===== src/source/sid_voice_defs.svh =====
`ifndef SID_VOICE_DEFS_SVH
`define SID_VOICE_DEFS_SVH

// ---------------------------------------------------------------------------
// Datapath widths
// ---------------------------------------------------------------------------
// Phase accumulator width.
`define SID_ACC_WIDTH 24
// Pulse width, and also the sample width.
`define SID_PW_WIDTH 12
// Noise shift register width.
`define SID_LFSR_WIDTH 23

// ---------------------------------------------------------------------------
// APB register map
// ---------------------------------------------------------------------------
`define SID_APB_ADDR_WIDTH 4
`define SID_APB_DATA_WIDTH 32
// Byte addresses.
`define SID_ADDR_FREQ 4'h0
`define SID_ADDR_PW_CTRL 4'h4

// Accumulator bit whose rise clocks the noise LFSR.
`define SID_NOISE_TAP 19
// LFSR contents while test is held.
`define SID_LFSR_FILL {`SID_LFSR_WIDTH{1'b1}}

`endif


===== src/source/voice_regs_pkg.sv =====
`default_nettype none

`include "sid_voice_defs.svh"

package voice_regs_pkg;

    // One APB data word.
    typedef logic [`SID_APB_DATA_WIDTH-1:0] apb_word_t;

    // Oscillator frequency, added to the accumulator every clock.
    typedef logic [`SID_ACC_WIDTH-1:0] freq_t;

    // Pulse width, compared against the top accumulator bits.
    typedef logic [`SID_PW_WIDTH-1:0] pw_t;

    // Word at the frequency address.
    typedef struct packed {
        logic [7:0] reserved;
        freq_t      freq;
    } freq_view_t;

    // Word at the pulse-width/control address.
    // The control byte keeps the SID bit order.
    typedef struct packed {
        logic [7:0] reserved_hi;
        logic [7:0] ctrl;
        logic [3:0] reserved_lo;
        pw_t        pw;
    } pw_ctrl_view_t;

    // Same bus word, decoded by address.
    typedef union packed {
        freq_view_t    freq_view;
        pw_ctrl_view_t pw_ctrl_view;
    } voice_word_u;

endpackage

`default_nettype wire


===== src/source/waveform_pkg.sv =====
`default_nettype none

`include "sid_voice_defs.svh"

package waveform_pkg;

    // Voice control byte, MSB first as on the SID.
    // The three low bits (ring, sync, gate there) are not kept.
    typedef struct packed {
        logic       noise;
        logic       pulse;
        logic       sawtooth;
        logic       triangle;
        logic       test;
        logic [2:0] reserved;
    } control_t;

    // Waveform select code in the order noise, pulse, saw, triangle.
    typedef logic [3:0] wave_sel_t;

    localparam wave_sel_t SEL_NOISE = 4'b1000;
    localparam wave_sel_t SEL_PULSE = 4'b0100;
    localparam wave_sel_t SEL_SAW   = 4'b0010;
    localparam wave_sel_t SEL_TRI   = 4'b0001;
    localparam wave_sel_t SEL_NONE  = 4'b0000;

    // Output sample of the waveform generator.
    typedef logic [`SID_PW_WIDTH-1:0] sample_t;

endpackage

`default_nettype wire


===== src/source/phase_accumulator.sv =====
`default_nettype none

`include "sid_voice_defs.svh"

module phase_accumulator (
    input  wire logic                      clk,
    input  wire logic                      arst_n,
    input  wire voice_regs_pkg::freq_t     freq,
    input  wire logic                      test,
    output logic [`SID_ACC_WIDTH-1:0]      acc
);

    // Next phase.
    logic [`SID_ACC_WIDTH-1:0] acc_next;

    // ------------------------------------------------------------------------
    // Oscillator
    // ------------------------------------------------------------------------
    // Free-running phase, wraps at the accumulator width.
    // Test holds the phase at zero.
    always_comb begin
        if (test) begin
            acc_next = '0;
        end else begin
            acc_next = acc + freq;
        end
    end

    // Top bits give the sawtooth, bit 19 clocks the noise.
    always_ff @(posedge clk or negedge arst_n) begin
        if (!arst_n) begin
            acc <= '0;
        end else begin
            acc <= acc_next;
        end
    end

endmodule

`default_nettype wire


===== src/source/sid_voice.sv =====
`default_nettype none

`include "sid_voice_defs.svh"

module sid_voice (
    input  wire logic                           clk,
    input  wire logic                           arst_n,
    input  wire logic                           psel,
    input  wire logic                           penable,
    input  wire logic                           pwrite,
    input  wire logic [`SID_APB_ADDR_WIDTH-1:0] paddr,
    input  wire voice_regs_pkg::apb_word_t      pwdata,
    output voice_regs_pkg::apb_word_t           prdata,
    output logic                                pready,
    output waveform_pkg::sample_t               wav
);

    import voice_regs_pkg::*;
    import waveform_pkg::*;

    freq_t                     freq;
    pw_t                       pw;
    control_t                  ctrl;
    logic                      test;
    logic [`SID_ACC_WIDTH-1:0] acc;

    // Test bit also resets the oscillator.
    assign test = ctrl.test;

    // Register bank.
    voice_apb_regs u_regs (
        .clk     (clk),
        .arst_n  (arst_n),
        .psel    (psel),
        .penable (penable),
        .pwrite  (pwrite),
        .paddr   (paddr),
        .pwdata  (pwdata),
        .prdata  (prdata),
        .pready  (pready),
        .freq    (freq),
        .pw      (pw),
        .ctrl    (ctrl)
    );

    // Oscillator.
    phase_accumulator u_osc (
        .clk    (clk),
        .arst_n (arst_n),
        .freq   (freq),
        .test   (test),
        .acc    (acc)
    );

    // Waveform generator, one register stage after the oscillator.
    waveform_generator u_wave (
        .clk    (clk),
        .arst_n (arst_n),
        .acc    (acc),
        .pw     (pw),
        .ctrl   (ctrl),
        .wav    (wav)
    );

endmodule

`default_nettype wire


===== src/source/voice_apb_regs.sv =====
`default_nettype none

`include "sid_voice_defs.svh"

module voice_apb_regs (
    input  wire logic                           clk,
    input  wire logic                           arst_n,
    input  wire logic                           psel,
    input  wire logic                           penable,
    input  wire logic                           pwrite,
    input  wire logic [`SID_APB_ADDR_WIDTH-1:0] paddr,
    input  wire voice_regs_pkg::apb_word_t      pwdata,
    output voice_regs_pkg::apb_word_t           prdata,
    output logic                                pready,
    output voice_regs_pkg::freq_t               freq,
    output voice_regs_pkg::pw_t                 pw,
    output waveform_pkg::control_t              ctrl
);

    import voice_regs_pkg::*;
    import waveform_pkg::*;

    logic        access;
    logic        wr_en;
    voice_word_u wr_word;
    voice_word_u rd_word;
    control_t    ctrl_wr;

    // Access phase of a transfer.
    assign access = psel & penable;
    assign wr_en  = access & pwrite;

    // No wait states.
    assign pready = 1'b1;

    // ------------------------------------------------------------------------
    // Write path
    // ------------------------------------------------------------------------
    assign wr_word = pwdata;

    // Control byte with the unused low bits cleared.
    always_comb begin
        ctrl_wr          = wr_word.pw_ctrl_view.ctrl;
        ctrl_wr.reserved = '0;
    end

    always_ff @(posedge clk or negedge arst_n) begin
        if (!arst_n) begin
            freq <= '0;
            pw   <= '0;
            ctrl <= '0;
        end else if (wr_en) begin
            case (paddr)
                `SID_ADDR_FREQ: begin
                    freq <= wr_word.freq_view.freq;
                end
                `SID_ADDR_PW_CTRL: begin
                    pw   <= wr_word.pw_ctrl_view.pw;
                    ctrl <= ctrl_wr;
                end
                default: begin
                end
            endcase
        end
    end

    // ------------------------------------------------------------------------
    // Read path
    // ------------------------------------------------------------------------
    // Unmapped addresses and idle bus read as zero.
    always_comb begin
        rd_word = '0;
        if (access) begin
            case (paddr)
                `SID_ADDR_FREQ: begin
                    rd_word.freq_view.freq = freq;
                end
                `SID_ADDR_PW_CTRL: begin
                    rd_word.pw_ctrl_view.ctrl = ctrl;
                    rd_word.pw_ctrl_view.pw   = pw;
                end
                default: begin
                end
            endcase
        end
    end

    assign prdata = rd_word;

endmodule

`default_nettype wire


===== src/source/waveform_generator.sv =====
`default_nettype none

`include "sid_voice_defs.svh"

module waveform_generator (
    input  wire logic                      clk,
    input  wire logic                      arst_n,
    input  wire logic [`SID_ACC_WIDTH-1:0] acc,
    input  wire voice_regs_pkg::pw_t       pw,
    input  wire waveform_pkg::control_t    ctrl,
    output waveform_pkg::sample_t          wav
);

    import waveform_pkg::*;

    // Lowest accumulator bit of the 12 used for the waveforms.
    localparam int TOP_LSB = `SID_ACC_WIDTH - `SID_PW_WIDTH;

    logic [`SID_PW_WIDTH-1:0]   acc_top;
    logic                       tap_prev;
    logic                       tap_rise;
    logic [`SID_LFSR_WIDTH-1:0] lfsr;
    logic                       pulse_on;
    sample_t                    noise_wav;
    sample_t                    pulse_wav;
    sample_t                    saw_wav;
    logic [`SID_PW_WIDTH-2:0]   tri_fold;
    sample_t                    tri_wav;
    wave_sel_t                  sel;
    sample_t                    wav_next;

    assign acc_top = acc[`SID_ACC_WIDTH-1:TOP_LSB];

    // ------------------------------------------------------------------------
    // Noise
    // ------------------------------------------------------------------------
    // Tap bit one edge back feeds the rise detection.
    assign tap_rise = ~tap_prev & acc[`SID_NOISE_TAP];

    always_ff @(posedge clk or negedge arst_n) begin
        if (!arst_n) begin
            tap_prev <= 1'b0;
        end else begin
            tap_prev <= acc[`SID_NOISE_TAP];
        end
    end

    // Filled with ones while test is held.
    // Otherwise one shift per tap rise with feedback from bits 22 and 17.
    always_ff @(posedge clk or negedge arst_n) begin
        if (!arst_n) begin
            lfsr <= `SID_LFSR_FILL;
        end else if (ctrl.test) begin
            lfsr <= `SID_LFSR_FILL;
        end else if (tap_rise) begin
            lfsr <= {lfsr[21:0], lfsr[22] ^ lfsr[17]};
        end
    end

    // Eight scattered LFSR bits form the upper byte.
    assign noise_wav = {lfsr[20], lfsr[18], lfsr[14], lfsr[11],
                        lfsr[9], lfsr[5], lfsr[2], lfsr[0], 4'b0000};

    // ------------------------------------------------------------------------
    // Pulse, sawtooth and triangle
    // ------------------------------------------------------------------------
    // Test forces the pulse high.
    assign pulse_on  = (acc_top >= pw) | ctrl.test;
    assign pulse_wav = {`SID_PW_WIDTH{pulse_on}};

    assign saw_wav = acc_top;

    // Second half of the period counts back down.
    assign tri_fold = acc_top[10:0] ^ {11{acc_top[11]}};
    assign tri_wav  = {tri_fold, 1'b0};

    // ------------------------------------------------------------------------
    // Waveform select
    // ------------------------------------------------------------------------
    assign sel = {ctrl.noise, ctrl.pulse, ctrl.sawtooth, ctrl.triangle};

    // Combined waveforms are not modelled and give silence.
    always_comb begin
        case (sel)
            SEL_NOISE: wav_next = noise_wav;
            SEL_PULSE: wav_next = pulse_wav;
            SEL_SAW:   wav_next = saw_wav;
            SEL_TRI:   wav_next = tri_wav;
            SEL_NONE:  wav_next = '0;
            default:   wav_next = '0;
        endcase
    end

    always_ff @(posedge clk or negedge arst_n) begin
        if (!arst_n) begin
            wav <= '0;
        end else begin
            wav <= wav_next;
        end
    end

endmodule

`default_nettype wire


===== config.mk =====
export PLATFORM = sky130hd
export DESIGN_NAME = sid_voice
export DESIGN_NICKNAME = d
export VERILOG_FILES = /design/src/source/voice_regs_pkg.sv /design/src/source/waveform_pkg.sv /design/src/source/phase_accumulator.sv /design/src/source/sid_voice.sv /design/src/source/voice_apb_regs.sv /design/src/source/waveform_generator.sv
export VERILOG_INCLUDE_DIRS = /design/src /design/src/source
export SDC_FILE = /design/constraint.sdc
export NUM_CORES = 1
export LEC_CHECK = 0
export BUFFER_PORTS_ARGS = -buffer_cell sky130_fd_sc_hd__buf_2
export CAP_MARGIN = 20
export CORE_UTILIZATION = 45
export DETAILED_ROUTE_END_ITERATION = 10
export PLACE_DENSITY = 0.65
export REMOVE_ABC_BUFFERS = 1
export SLEW_MARGIN = 25
export SYNTH_ARGS = -nofsm -noshare
export SYNTH_HDL_FRONTEND = slang
export SYNTH_SLANG_ARGS = --single-unit

===== constraint.sdc =====
create_clock -name clk -period 3.14 [get_ports clk]
set_input_delay 0.314 -clock clk [delete_from_list [all_inputs] [get_ports clk]]
set_output_delay 0.314 -clock clk [all_outputs]
set_load 0.01 [all_outputs]

==> results of run 1 <==
[Yosys cell counts (3+ instances only)]
master / instances / share of area
o21ai_0: 29 / 0.025
nor3_1: 3 / 0.0026
ha_1: 35 / 0.076
o21a_1: 5 / 0.0065
a31oi_1: 5 / 0.0054
a21oi_1: 28 / 0.024
and3_1: 4 / 0.0043
xnor2_1: 19 / 0.029
nor2b_1: 13 / 0.014
nand2_1: 28 / 0.018
a21o_1: 14 / 0.018
o221ai_1: 4 / 0.0061
and4_1: 5 / 0.0076
o21bai_1: 6 / 0.0078
dfrtp_1: 78 / 0.34
a22oi_1: 17 / 0.022
mux2_1: 4 / 0.0078
buf_4: 10 / 0.013
mux2_2: 34 / 0.066
o22a_1: 23 / 0.035
buf_6: 3 / 0.0059
nand3_1: 13 / 0.011
inv_1: 22 / 0.014
clkbuf_1: 17 / 0.011
dfstp_2: 23 / 0.10
buf_1: 3 / 0.0020
a221oi_1: 7 / 0.011
o211ai_1: 3 / 0.0039
nand4_1: 3 / 0.0033
nor4b_1: 3 / 0.0046
nor2_1: 48 / 0.031
buf_2: 7 / 0.0061
and2_1: 8 / 0.0087
[metal layers]
metal | vias up | GRT usage | share of wire
met5 | - | 0 | 0
met4 | 0 | 0.0571 | 0.012
met3 | 11 | 0.0543 | 0.038
met2 | 106 | 0.363 | 0.48
met1 | 2190 | 0.294 | 0.47
li1 | 2117 | - | -
[worst max-delay path, delay by kind of cell (launching register included)]
kind	cells	cell delay (ns)
muxes	1	0.36
AOI/OAI and AO/OA	5	1.28
DFF	1	0.40
adders and majority gates	1	0.37
[cells by family (layout without fill, tap and decap cells)]
kind of cell / Yosys count / count (layout) / synth area share
buffers and inverters: 62 / 118 / 0.0524
other: 2 / 9 / 0.00130
AO/OA/AOI/OAI: 160 / 160 / 0.195
XOR/XNOR: 20 / 20 / 0.0304
flip-flops: 101 / 101 / 0.444
adder cells (fa/ha/maj): 36 / 36 / 0.0795
AND/OR/NAND/NOR: 137 / 137 / 0.123
multiplexers: 38 / 38 / 0.0743
[placed cells by master (no fill, tap or decap), drive strengths merged, types with 14 or more instances in the layout]
cell    n
a21o   14
o22a   23
inv    24
o21ai  30
dfstp  23
nand2  28
ha     35
dfrtp  78
a21oi  28
xnor2  19
mux2   38
nor2   48
buf    79
a22oi  18
[state kept, by name, indices dropped and copies added, names as in the netlist]
name and count:
u_osc.acc 24, u_regs.freq 24, u_wave.lfsr 23, u_regs.pw 12
u_wave.wav 12, u_regs.ctrl 5, u_wave.tap_prev 1
[cell type report]
| cell class | count | area [um^2] | share of cell area |
|---|---|---|---|
| Tap cell | 168 | 210 | 0.0321 |
| Clock inverter | 4 | 77.6 | 0.0119 |
| Inverter | 22 | 82.6 | 0.0126 |
| Multi-Input combinational cell | 400 | 2930 | 0.448 |
| Clock buffer | 12 | 246 | 0.0377 |
| Sequential cell | 101 | 2560 | 0.391 |
| Timing Repair Buffer | 80 | 435 | 0.0666 |
[power by group through the flow]
stage | clock, mW | combinational [mW] | sequential [mW]
floorplan | 0 | 1.53 | 2.10
global placement | 0 | 1.94 | 2.18
detailed placement | 0 | 2.02 | 2.21
CTS | 1.24 | 2.04 | 2.18
global route | 1.30 | 2.30 | 2.25
finish | 1.22 | 2.04 | 2.18
[how the worst max path moves through the flow]
stage	from	endpoint	slack (ns)	depth (start not counted)
6_report	u_regs.freq[4]$_DFFE_PN0P_	u_osc.acc[19]$_DFF_PN0_	0.61	7
5_1_grt	u_regs.freq[0]$_DFFE_PN0P_	u_osc.acc[16]$_DFF_PN0_	0.48	9
4_1_cts	u_regs.freq[4]$_DFFE_PN0P_	u_osc.acc[19]$_DFF_PN0_	0.63	7
3_5_place_dp	u_regs.freq[4]$_DFFE_PN0P_	u_osc.acc[19]$_DFF_PN0_	0.65	7
3_3_place_gp	u_regs.freq[0]$_DFFE_PN0P_	u_osc.acc[16]$_DFF_PN0_	0.73	9
2_1_floorplan	paddr[1]	u_regs.freq[0]$_DFFE_PN0P_	0.89	3
[per-stage QoR]
step                      area, um^2  hold WS (ns)  std cells
after floorplan                 5570        0.0184        523
after global placement          6210         0.361        770
after detailed placement        6210         0.369        770
after CTS                       6540         0.165        787
after global routing            6540         0.179        787
final                           6540         0.176        787
==> results.md, run 1 <==
- Outcome: finished, final reports clean
- Top FF cell, synth: dfrtp_1
- Nets@finish: 691
- Pwr Total: 5.44 mW
- CP Capture Type: flip-flop
- Reg power frac: 0.402
- Req. time, crit path: 3.37 ns
- Sw Ratio: 0.365
- Routed via count: 4,424
- GRT Total Usage: 0.221
- CTS root buf: clkbuf_16
- Critical path cell sequence: ha_1 -> a21oi_1 -> o211ai_2 -> a22oi_2 -> a32oi_1 -> a31oi_1 -> mux2_1
- Normalized max-slew margin: 0.343
- Yosys warnings: 0
- Hold Crit Start: pwdata[8]
- Layout cells sized above 1: 0.257
- DR pass1 iterations: 4
- Setup ws final: 0.607 ns
- Crit-path slowest cell: dfrtp_1
- Setup TNS: 0 ns
- Placement Setup Slack: 0.652 ns
- Pin count of the biggest net entering global routing: 51
- Starting density of the core: 0.470
- Diodes inserted: 0
- Leak: 3.03 nW
- NetSw: 1.98 mW
- Setup Viol. Count Final: 0
- Die Ht: 115 um
- Syn avg cell area: 10.4 um^2
- Utilization after layout: 0.533
- IO buf count: 68
- Aggregate global routing overflow: 0
- Critical R2R Launch: u_regs.freq[4]$_DFFE_PN0P_
- IO Pins: 86
- Num CTS Buffers: 9
- Site Rows: 40
- Register-to-Register Path Depth: 7
- Setup Fix Bufs, Post-CTS: 0
- Post-Syn Instances: 556
- Clock Tree Buf Depth: 2
- Clock power frac: 0.224
- Fin crit share: 0.807
- Depth of the worst hold-timing path: 3
- Post-DP HPWL: 9820 um
- RePlAce Congestion: 0.878
- DRC Markers: 0
- Die area: 13,300 um^2
- F_max: 395 MHz
- Slew Viols, Final: 0
- PwrDens: 831 nW/um^2
- Mapped cell area: 5760 um^2
- Maxcap violations: 0
- FFs w/ async S/R, synth: 1.00
- Vias in the first global route: 4,285
- Clock Latency Late Sink: 0.35 ns
- ANT nets after route: 0
- Post_cts resized: 0
- WL/cell: 17.0 um
- CP Class: flip-flop to flip-flop
- Peak VDD IR: 310 uV
- Area of the core: 12,300 um^2
- Worst-path clk slew: 0.07 ns
- Max incr delay on CP: 0.40 ns
- Critical path fanouts, max: 5
- Final-report hold violation count: 0
- EDFF count, synth: 0
- Worst slew pin tran: 0.982 ns
- Die width: 115 um
- Routed wire length: 13,400 um
- Hold_buf cts: 1
- Antenna violations before repair: 0
- Distinct cells, synth: 60
- Worst R2R End: u_osc.acc[19]$_DFF_PN0_
- HP Class: input pin to flip-flop
- Max Clock Skew: 0.00896 ns
- Cell-internal power: 3.45 mW
- Synth-to-Final Area Change: 13.6%
- Global-route wire length before repair: 22,000 um
- Clock sinks: 101
- Comb power frac: 0.375
- Startpoint types: flip-flop
- Hold EP: u_regs.pw[8]$_DFFE_PN0P_
- FF+latch count, synth: 101
- Final min period: 2.53 ns
- Via density: 5.62
- CTS H-tree lvls: 3
- RSZ-0062 raised after global routing: false
- Initial drt markers: 253
- CTS tree: done
- Fill cells: 1,111
- Sequential fraction of the synthesis area: 0.444
- Data arrival, critical path: 2.76 ns
- FF-to-FF setup slack: 0.61 ns
No activity file was read; power rests on OpenSTA's default activity.
==> inputs of run 2 (changes only) <==
- clock period: 3.14 -> 2.47 ns (I/O delays scaled with it)
==> run 2 against run 1 <==
- die area unchanged
- utilization rose by 0.57 points
- design area is 1.1% higher
- cell count rose by 1.1%
- clock skew up 0.0020 ns
- routed wire length fell by 2.0%
- highest routed layer unchanged
==> results.md, run 2 (synthesized netlist as in run 1, its figures left out) <==
- Max Clock Skew: 0.0109 ns (was 0.00896 ns)
- Data arrival, critical path: 2.59 ns (was 2.76 ns)
- Antenna violations before repair: 0 (unchanged)
- RePlAce Congestion: 0.891 (was 0.878)
- Slew Viols, Final: 0 (unchanged)
- Clock Latency Late Sink: 0.35 ns (about the same)
- Critical path fanouts, max: 4 (was 5)
- WL/cell: 16.5 um (was 17.0 um)
- Comb power frac: 0.408 (was 0.375)
- Final min period: 2.36 ns (was 2.53 ns)
- ANT nets after route: 0 (unchanged)
- GRT Max-Usage Layer: met2 (unchanged)
- Setup TNS: 0 ns (unchanged)
- Routed via count: 4,441 (was 4,424)
- RSZ-0062 raised after global routing: false (unchanged)
- Worst slew pin tran: 0.869 ns (was 0.982 ns)
- GRT Total Usage: 0.210 (was 0.221)
- DR pass1 iterations: 5 (was 4)
- Leak: 3.07 nW (was 3.03 nW)
- Diodes inserted: 0 (unchanged)
- Startpoint types: flip-flop (unchanged)
- Most common cell after layout, fill and taps aside: dfrtp_1 (unchanged)
- CTS H-tree lvls: 3 (unchanged)
- PwrDens: 1030 nW/um^2 (was 831 nW/um^2)
- CP Class: flip-flop to flip-flop (unchanged)
- IO Pins: 86 (unchanged)
- Routed wire length: 13,100 um (was 13,400 um)
- Layout cells sized above 1: 0.279 (was 0.257)
- Die Ht: 115 um (unchanged)
- CTS tree: done (unchanged)
- Global Route met1 Usage: 0.288 (was 0.294)
- Setup Fix Bufs, Post-CTS: 0 (unchanged)
- FF-to-FF setup slack: 0.11 ns (was 0.61 ns)
- Global-route met2 utilization: 0.335 (was 0.363)
- Final-report hold violation count: 0 (unchanged)
- Pwr Total: 6.82 mW (was 5.44 mW)
- Aggregate global routing overflow: 0 (unchanged)
- Via density: 5.58 (was 5.62)
- Site Rows: 40 (unchanged)
- Worst-path clk slew: 0.07 ns (about the same)
- Leading cell types in the layout, fill and taps excluded: 78 x dfrtp_1, 67 x buf_2, 48 x nor2_1 (unchanged)
- Starting density of the core: 0.470 (unchanged)
- Outcome: finished, final reports clean (unchanged)
- Nets@finish: 700 (was 691)
- Setup Viol. Count Final: 0 (unchanged)
- Req. time, crit path: 2.70 ns (was 3.37 ns)
- Clock power frac: 0.199 (was 0.224)
- Hold_ws: 0.120 ns (was 0.176 ns)
- F_max: 423 MHz (was 395 MHz)
- Initial drt markers: 209 (was 253)
- NetSw: 2.52 mW (was 1.98 mW)
- Sw Ratio: 0.369 (was 0.365)
- Clock sinks: 101 (unchanged)
- Area of the core: 12,300 um^2 (unchanged)
- Reg power frac: 0.394 (was 0.402)
- Pin count of the biggest net entering global routing: 54 (was 51)
- IO buf count: 68 (unchanged)
- Die area: 13,300 um^2 (unchanged)
- Clock Tree Buf Depth: 2 (unchanged)
- Vias in the first global route: 4,239 (was 4,285)
- Normalized max-slew margin: 0.419 (was 0.343)
- Global-route wire length before repair: 21,200 um (was 22,000 um)
- Cell-internal power: 4.30 mW (was 3.45 mW)
- Synth-to-Final Area Change: 14.8% (was 13.6%)
- Maxcap violations: 0 (unchanged)
- Num CTS Buffers: 9 (unchanged)
- CTS root buf: clkbuf_16 (unchanged)
- Met3 usage: 0.0353 (was 0.0543)
- Fin crit share: 0.956 (was 0.807)
- DRC Markers: 0 (unchanged)
- HP Class: input pin to flip-flop (unchanged)
- Peak VDD IR: 363 uV (was 310 uV)
- Post-DP HPWL: 9560 um (was 9820 um)
- Biggest regs: u_osc.acc (24), u_regs.freq (24), u_wave.lfsr (23) (unchanged)
- Die width: 115 um (unchanged)
- CP Capture Type: flip-flop (unchanged)
==> run 2: cell count changes in the layout (fill, tap and decap cells not counted), sizes merged <==
cell / before / now
buf: 79 / 88
clkinv: 0 / 2
inv: 24 / 25
bufinv: 2 / 0
clkbuf: 12 / 11
==> run 2: repair_timing <==
item,in CTS,in global routing
hold buffers,1,0
gates resized for setup,0,8
endpoints found under the setup margin,0,15
endpoints found under the hold margin,48,0
==> run 2: area by class of cell <==
type	count	area [um^2]
fill	1091	5650
multi-input combinational	400	2960
sequential	101	2560
timing repair buffer	89	515
clock buffer	11	254
tap	168	210
inverter	22	82.6
clock inverter	5	31.3
==> run 2: power by group through the flow <==
stage	registers [mW]	clock network [mW]	logic, mW
after floorplan	2.67	0	1.94
after global placement	2.69	0	2.62
after detailed placement	2.71	0	2.72
after CTS	2.68	1.40	2.74
after global routing	2.75	1.46	3.12
final	2.68	1.35	2.78
==> run 2: critical path, cell delays in order (launching register included) <==
cell and delay (ns):
dfrtp_1 0.37, ha_1 0.18, inv_1 0.05, fa_1 0.39, nor2b_2 0.18, o211ai_1 0.16
a31o_2 0.31, o21bai_4 0.19, a31oi_1 0.12, mux2_2 0.28
==> run 2: path summary, 6_finish.rpt <==
check	startpoint	to	cells after the start
worst max-delay path	u_regs.freq[0]$_DFFE_PN0P_	u_osc.acc[14]$_DFF_PN0_	9
worst min-delay path	pwdata[1]	u_regs.pw[1]$_DFFE_PN0P_	3
worst max register to register	u_regs.freq[0]$_DFFE_PN0P_	u_osc.acc[14]$_DFF_PN0_	9
worst min register to register	u_wave.lfsr[7]$_DFFE_PN1P_	u_wave.lfsr[7]$_DFFE_PN1P_	1
max in group asynchronous	arst_n	u_wave.lfsr[16]$_DFFE_PN1P_	3
min in group asynchronous	arst_n	u_osc.acc[7]$_DFF_PN0_	2
==> run 2: per-stage QoR <==
step,util,std cells,setup slack (ns),instance area (um^2)
after floorplan,-,523,0.287,5570
after global placement,0.513,779,0.0677,6290
after detailed placement,0.513,779,0.0384,6290
after CTS,0.537,796,0.0167,6580
after global routing,0.539,796,0.0244,6610
final,0.539,796,0.108,6610
==> run 2: per-layer routing <==
metal	up-vias	wire length, um
met1	2164	6060
met5	-	0
met3	14	683
met2	121	6160
li1	2142	-
met4	0	208
==> inputs of run 3 (changes only) <==
- REMOVE_ABC_BUFFERS: 1 -> unset
==> run 3 against run 2 <==
- clock-buffer cell count unchanged
- clock power increased by 7%
- highest routed layer unchanged
- clock skew decreased by 0.0023 ns
- flip-flop and latch count unchanged
- register-to-register slack about the same
- utilization increased by 0.54 points
- worst setup slack about the same
- fmax about the same
- first-iteration DRC count increased by 24%
==> results.md, run 3 (synthesized netlist as in run 1, its figures left out) <==
- Clock power frac: 0.207 (was 0.199)
- Comb power frac: 0.410 (was 0.408)
- CP Class: flip-flop to flip-flop (unchanged)
- Critical path fanouts, max: 8 (was 4)
- Die width: 115 um (unchanged)
- Max incr delay on CP: 0.47 ns (was 0.39 ns)
- Synth-to-Final Area Change: 16.0% (was 14.8%)
- DR WL met3: 466 um (was 683 um)
- Fin crit share: 0.956 (about the same)
- Critical path cell sequence: ha_1 -> a21oi_1 -> o21a_1 -> o21a_1 -> o221ai_1 -> or3_1 -> a21oi_1 (was ha_1 -> inv_1 -> fa_1 -> nor2b_2 -> o211ai_1 -> a31o_2 -> o21bai_4 -> a31oi_1 -> mux2_2)
- F_max: 423 MHz (about the same)
- GRT Total Usage: 0.222 (was 0.210)
- Area of the core: 12,300 um^2 (unchanged)
- Top sig layer: met4 (unchanged)
- Clock sinks: 101 (unchanged)
- Outcome: finished, final reports clean (unchanged)
- Startpoint types: flip-flop (unchanged)
- Die Ht: 115 um (unchanged)
- Setup Fix Bufs, Post-CTS: 0 (unchanged)
- Nets@finish: 703 (was 700)
- Initial drt markers: 259 (was 209)
- Crit-path slowest cell: dfrtp_1 (was fa_1)
- ANT nets after route: 0 (unchanged)
- Pin count of the biggest net entering global routing: 58 (was 54)
- Fill cells: 1,134 (was 1,091)
- Antenna violations before repair: 0 (unchanged)
- Starting density of the core: 0.470 (unchanged)
- Setup TNS: 0 ns (unchanged)
- Crit path launch: u_osc.acc[14]$_DFF_PN0_ (was u_regs.freq[0]$_DFFE_PN0P_)
- Biggest regs: u_osc.acc (24), u_regs.freq (24), u_wave.lfsr (23) (unchanged)
- Worst-path clk slew: 0.07 ns (about the same)
- FF-to-FF setup slack: 0.11 ns (about the same)
- Worst slew pin tran: 0.690 ns (was 0.869 ns)
- Hold_ws: 0.107 ns (was 0.120 ns)
- Placed instance count: 782 (was 779)
- Max Clock Skew: 0.00863 ns (was 0.0109 ns)
- Routed wire length: 13,500 um (was 13,100 um)
- PwrDens: 1050 nW/um^2 (was 1030 nW/um^2)
- Num CTS Buffers: 9 (unchanged)
- Cell-internal power: 4.38 mW (was 4.30 mW)
- IO Pins: 86 (unchanged)
- WL met1: 6370 um (was 6060 um)
- Worst R2R End: u_osc.acc[23]$_DFF_PN0_ (was u_osc.acc[14]$_DFF_PN0_)
- Sw Ratio: 0.374 (was 0.369)
- CTS root buf: clkbuf_16 (unchanged)
- Critical R2R Launch: u_osc.acc[14]$_DFF_PN0_ (was u_regs.freq[0]$_DFFE_PN0P_)
- Diodes inserted: 0 (unchanged)
- Vias in the first global route: 4,450 (was 4,239)
- Clock Tree Buf Depth: 2 (unchanged)
- Global-route wire length before repair: 22,400 um (was 21,200 um)
- Data arrival, critical path: 2.64 ns (was 2.59 ns)
- Finished Layout Cells: 799 (was 796)
- DRC Markers: 0 (unchanged)
- Req. time, crit path: 2.75 ns (was 2.70 ns)
- WL/cell: 16.8 um (was 16.5 um)
- Leading cell types in the layout, fill and taps excluded: 78 x dfrtp_1, 67 x buf_2, 48 x nor2_1 (unchanged)
- Die area: 13,300 um^2 (unchanged)
- CP Capture Type: flip-flop (unchanged)
- Reg power frac: 0.383 (was 0.394)
- Normalized max-slew margin: 0.540 (was 0.419)
- HP Class: input pin to flip-flop (unchanged)
- Maxcap violations: 0 (unchanged)
- Clock Latency Late Sink: 0.36 ns (was 0.35 ns)
- Routed via count: 4,467 (was 4,441)
- Layout cells sized above 1: 0.287 (was 0.279)
- Site Rows: 40 (unchanged)
- DR pass1 iterations: 6 (was 5)
- Slew Viols, Final: 0 (unchanged)
- Register-to-Register Path Depth: 7 (was 9)
- Final-report hold violation count: 0 (unchanged)
- CP Capture Point: u_osc.acc[23]$_DFF_PN0_ (was u_osc.acc[14]$_DFF_PN0_)
- Via density: 5.59 (was 5.58)
- Leak: 3.10 nW (was 3.07 nW)
- WL met2: 6460 um (was 6160 um)
- Setup Viol. Count Final: 0 (unchanged)
- Peak VDD IR: 496 uV (was 363 uV)
- RePlAce Congestion: 0.834 (was 0.891)
- NetSw: 2.62 mW (was 2.52 mW)
- Aggregate global routing overflow: 0 (unchanged)
- Final min period: 2.36 ns (about the same)
- CTS tree: done (unchanged)
- IO buf count: 68 (unchanged)
- Post-DP HPWL: 9670 um (was 9560 um)
- Most common cell after layout, fill and taps aside: dfrtp_1 (unchanged)
- CTS H-tree lvls: 3 (unchanged)
-- run 3: critical path, delay by kind of cell, from the launching register on --
kind	cells	cell delay [ns]
and+or+nand+nor	1	0.37
AOI/OAI and AO/OA	5	1.02
DFF	1	0.47
adders and majority gates	1	0.42
-- run 3: final cells by class --
type	instances	area, um^2	area share
Multi-Input combinational cell	400	2980	0.447
Sequential cell	101	2560	0.383
Timing Repair Buffer	92	538	0.0806
Clock buffer	11	264	0.0395
Tap cell	168	210	0.0315
Inverter	22	82.6	0.0124
Clock inverter	5	43.8	0.00656
-- run 3: how the worst min path moves through the flow --
stage	start	end	slack, ns	depth (start not counted)
after floorplan	arst_n	u_osc.acc[0]$_DFF_PN0_	-0.05	0
after global placement	arst_n	u_regs.freq[12]$_DFFE_PN0P_	0.27	1
after detailed placement	arst_n	u_regs.freq[13]$_DFFE_PN0P_	0.28	1
after CTS	pwdata[2]	u_regs.pw[2]$_DFFE_PN0P_	0.10	3
after global routing	pwdata[12]	u_regs.freq[12]$_DFFE_PN0P_	0.13	2
final	pwdata[2]	u_regs.pw[2]$_DFFE_PN0P_	0.11	3
-- run 3: power groups by stage --
stage	combinational, mW	sequential (mW)	clock (mW)
global route	3.23	2.75	1.55
finish	2.87	2.68	1.45
CTS	2.81	2.68	1.48
detailed placement	2.78	2.71	0
floorplan	2.05	2.63	0
global placement	2.69	2.68	0
-- run 3: per-layer routing --
metal,GRT usage,vias up
met5,0,-
met4,0.0519,0
met2,0.367,104
met1,0.296,2211
met3,0.0490,11
li1,-,2141
-- run 3: repair_timing --
action / in CTS / in global routing
endpoints found under the setup margin: 0 / 20
gates resized for setup: 0 / 10
hold buffers: 1 / 0
endpoints found under the hold margin: 21 / 0
-- run 3: per-stage QoR --
stage / util / power [mW] / setup WS, ns / area, um^2
detailed placement: 0.515 / 5.49 / 0.0862 / 6310
global route: 0.545 / 7.53 / -0.00198 / 6680
floorplan: - / 4.68 / 0.342 / 5780
global placement: 0.515 / 5.37 / 0.123 / 6310
finish: 0.545 / 7.00 / 0.108 / 6680
CTS: 0.541 / 6.98 / 0.0595 / 6630
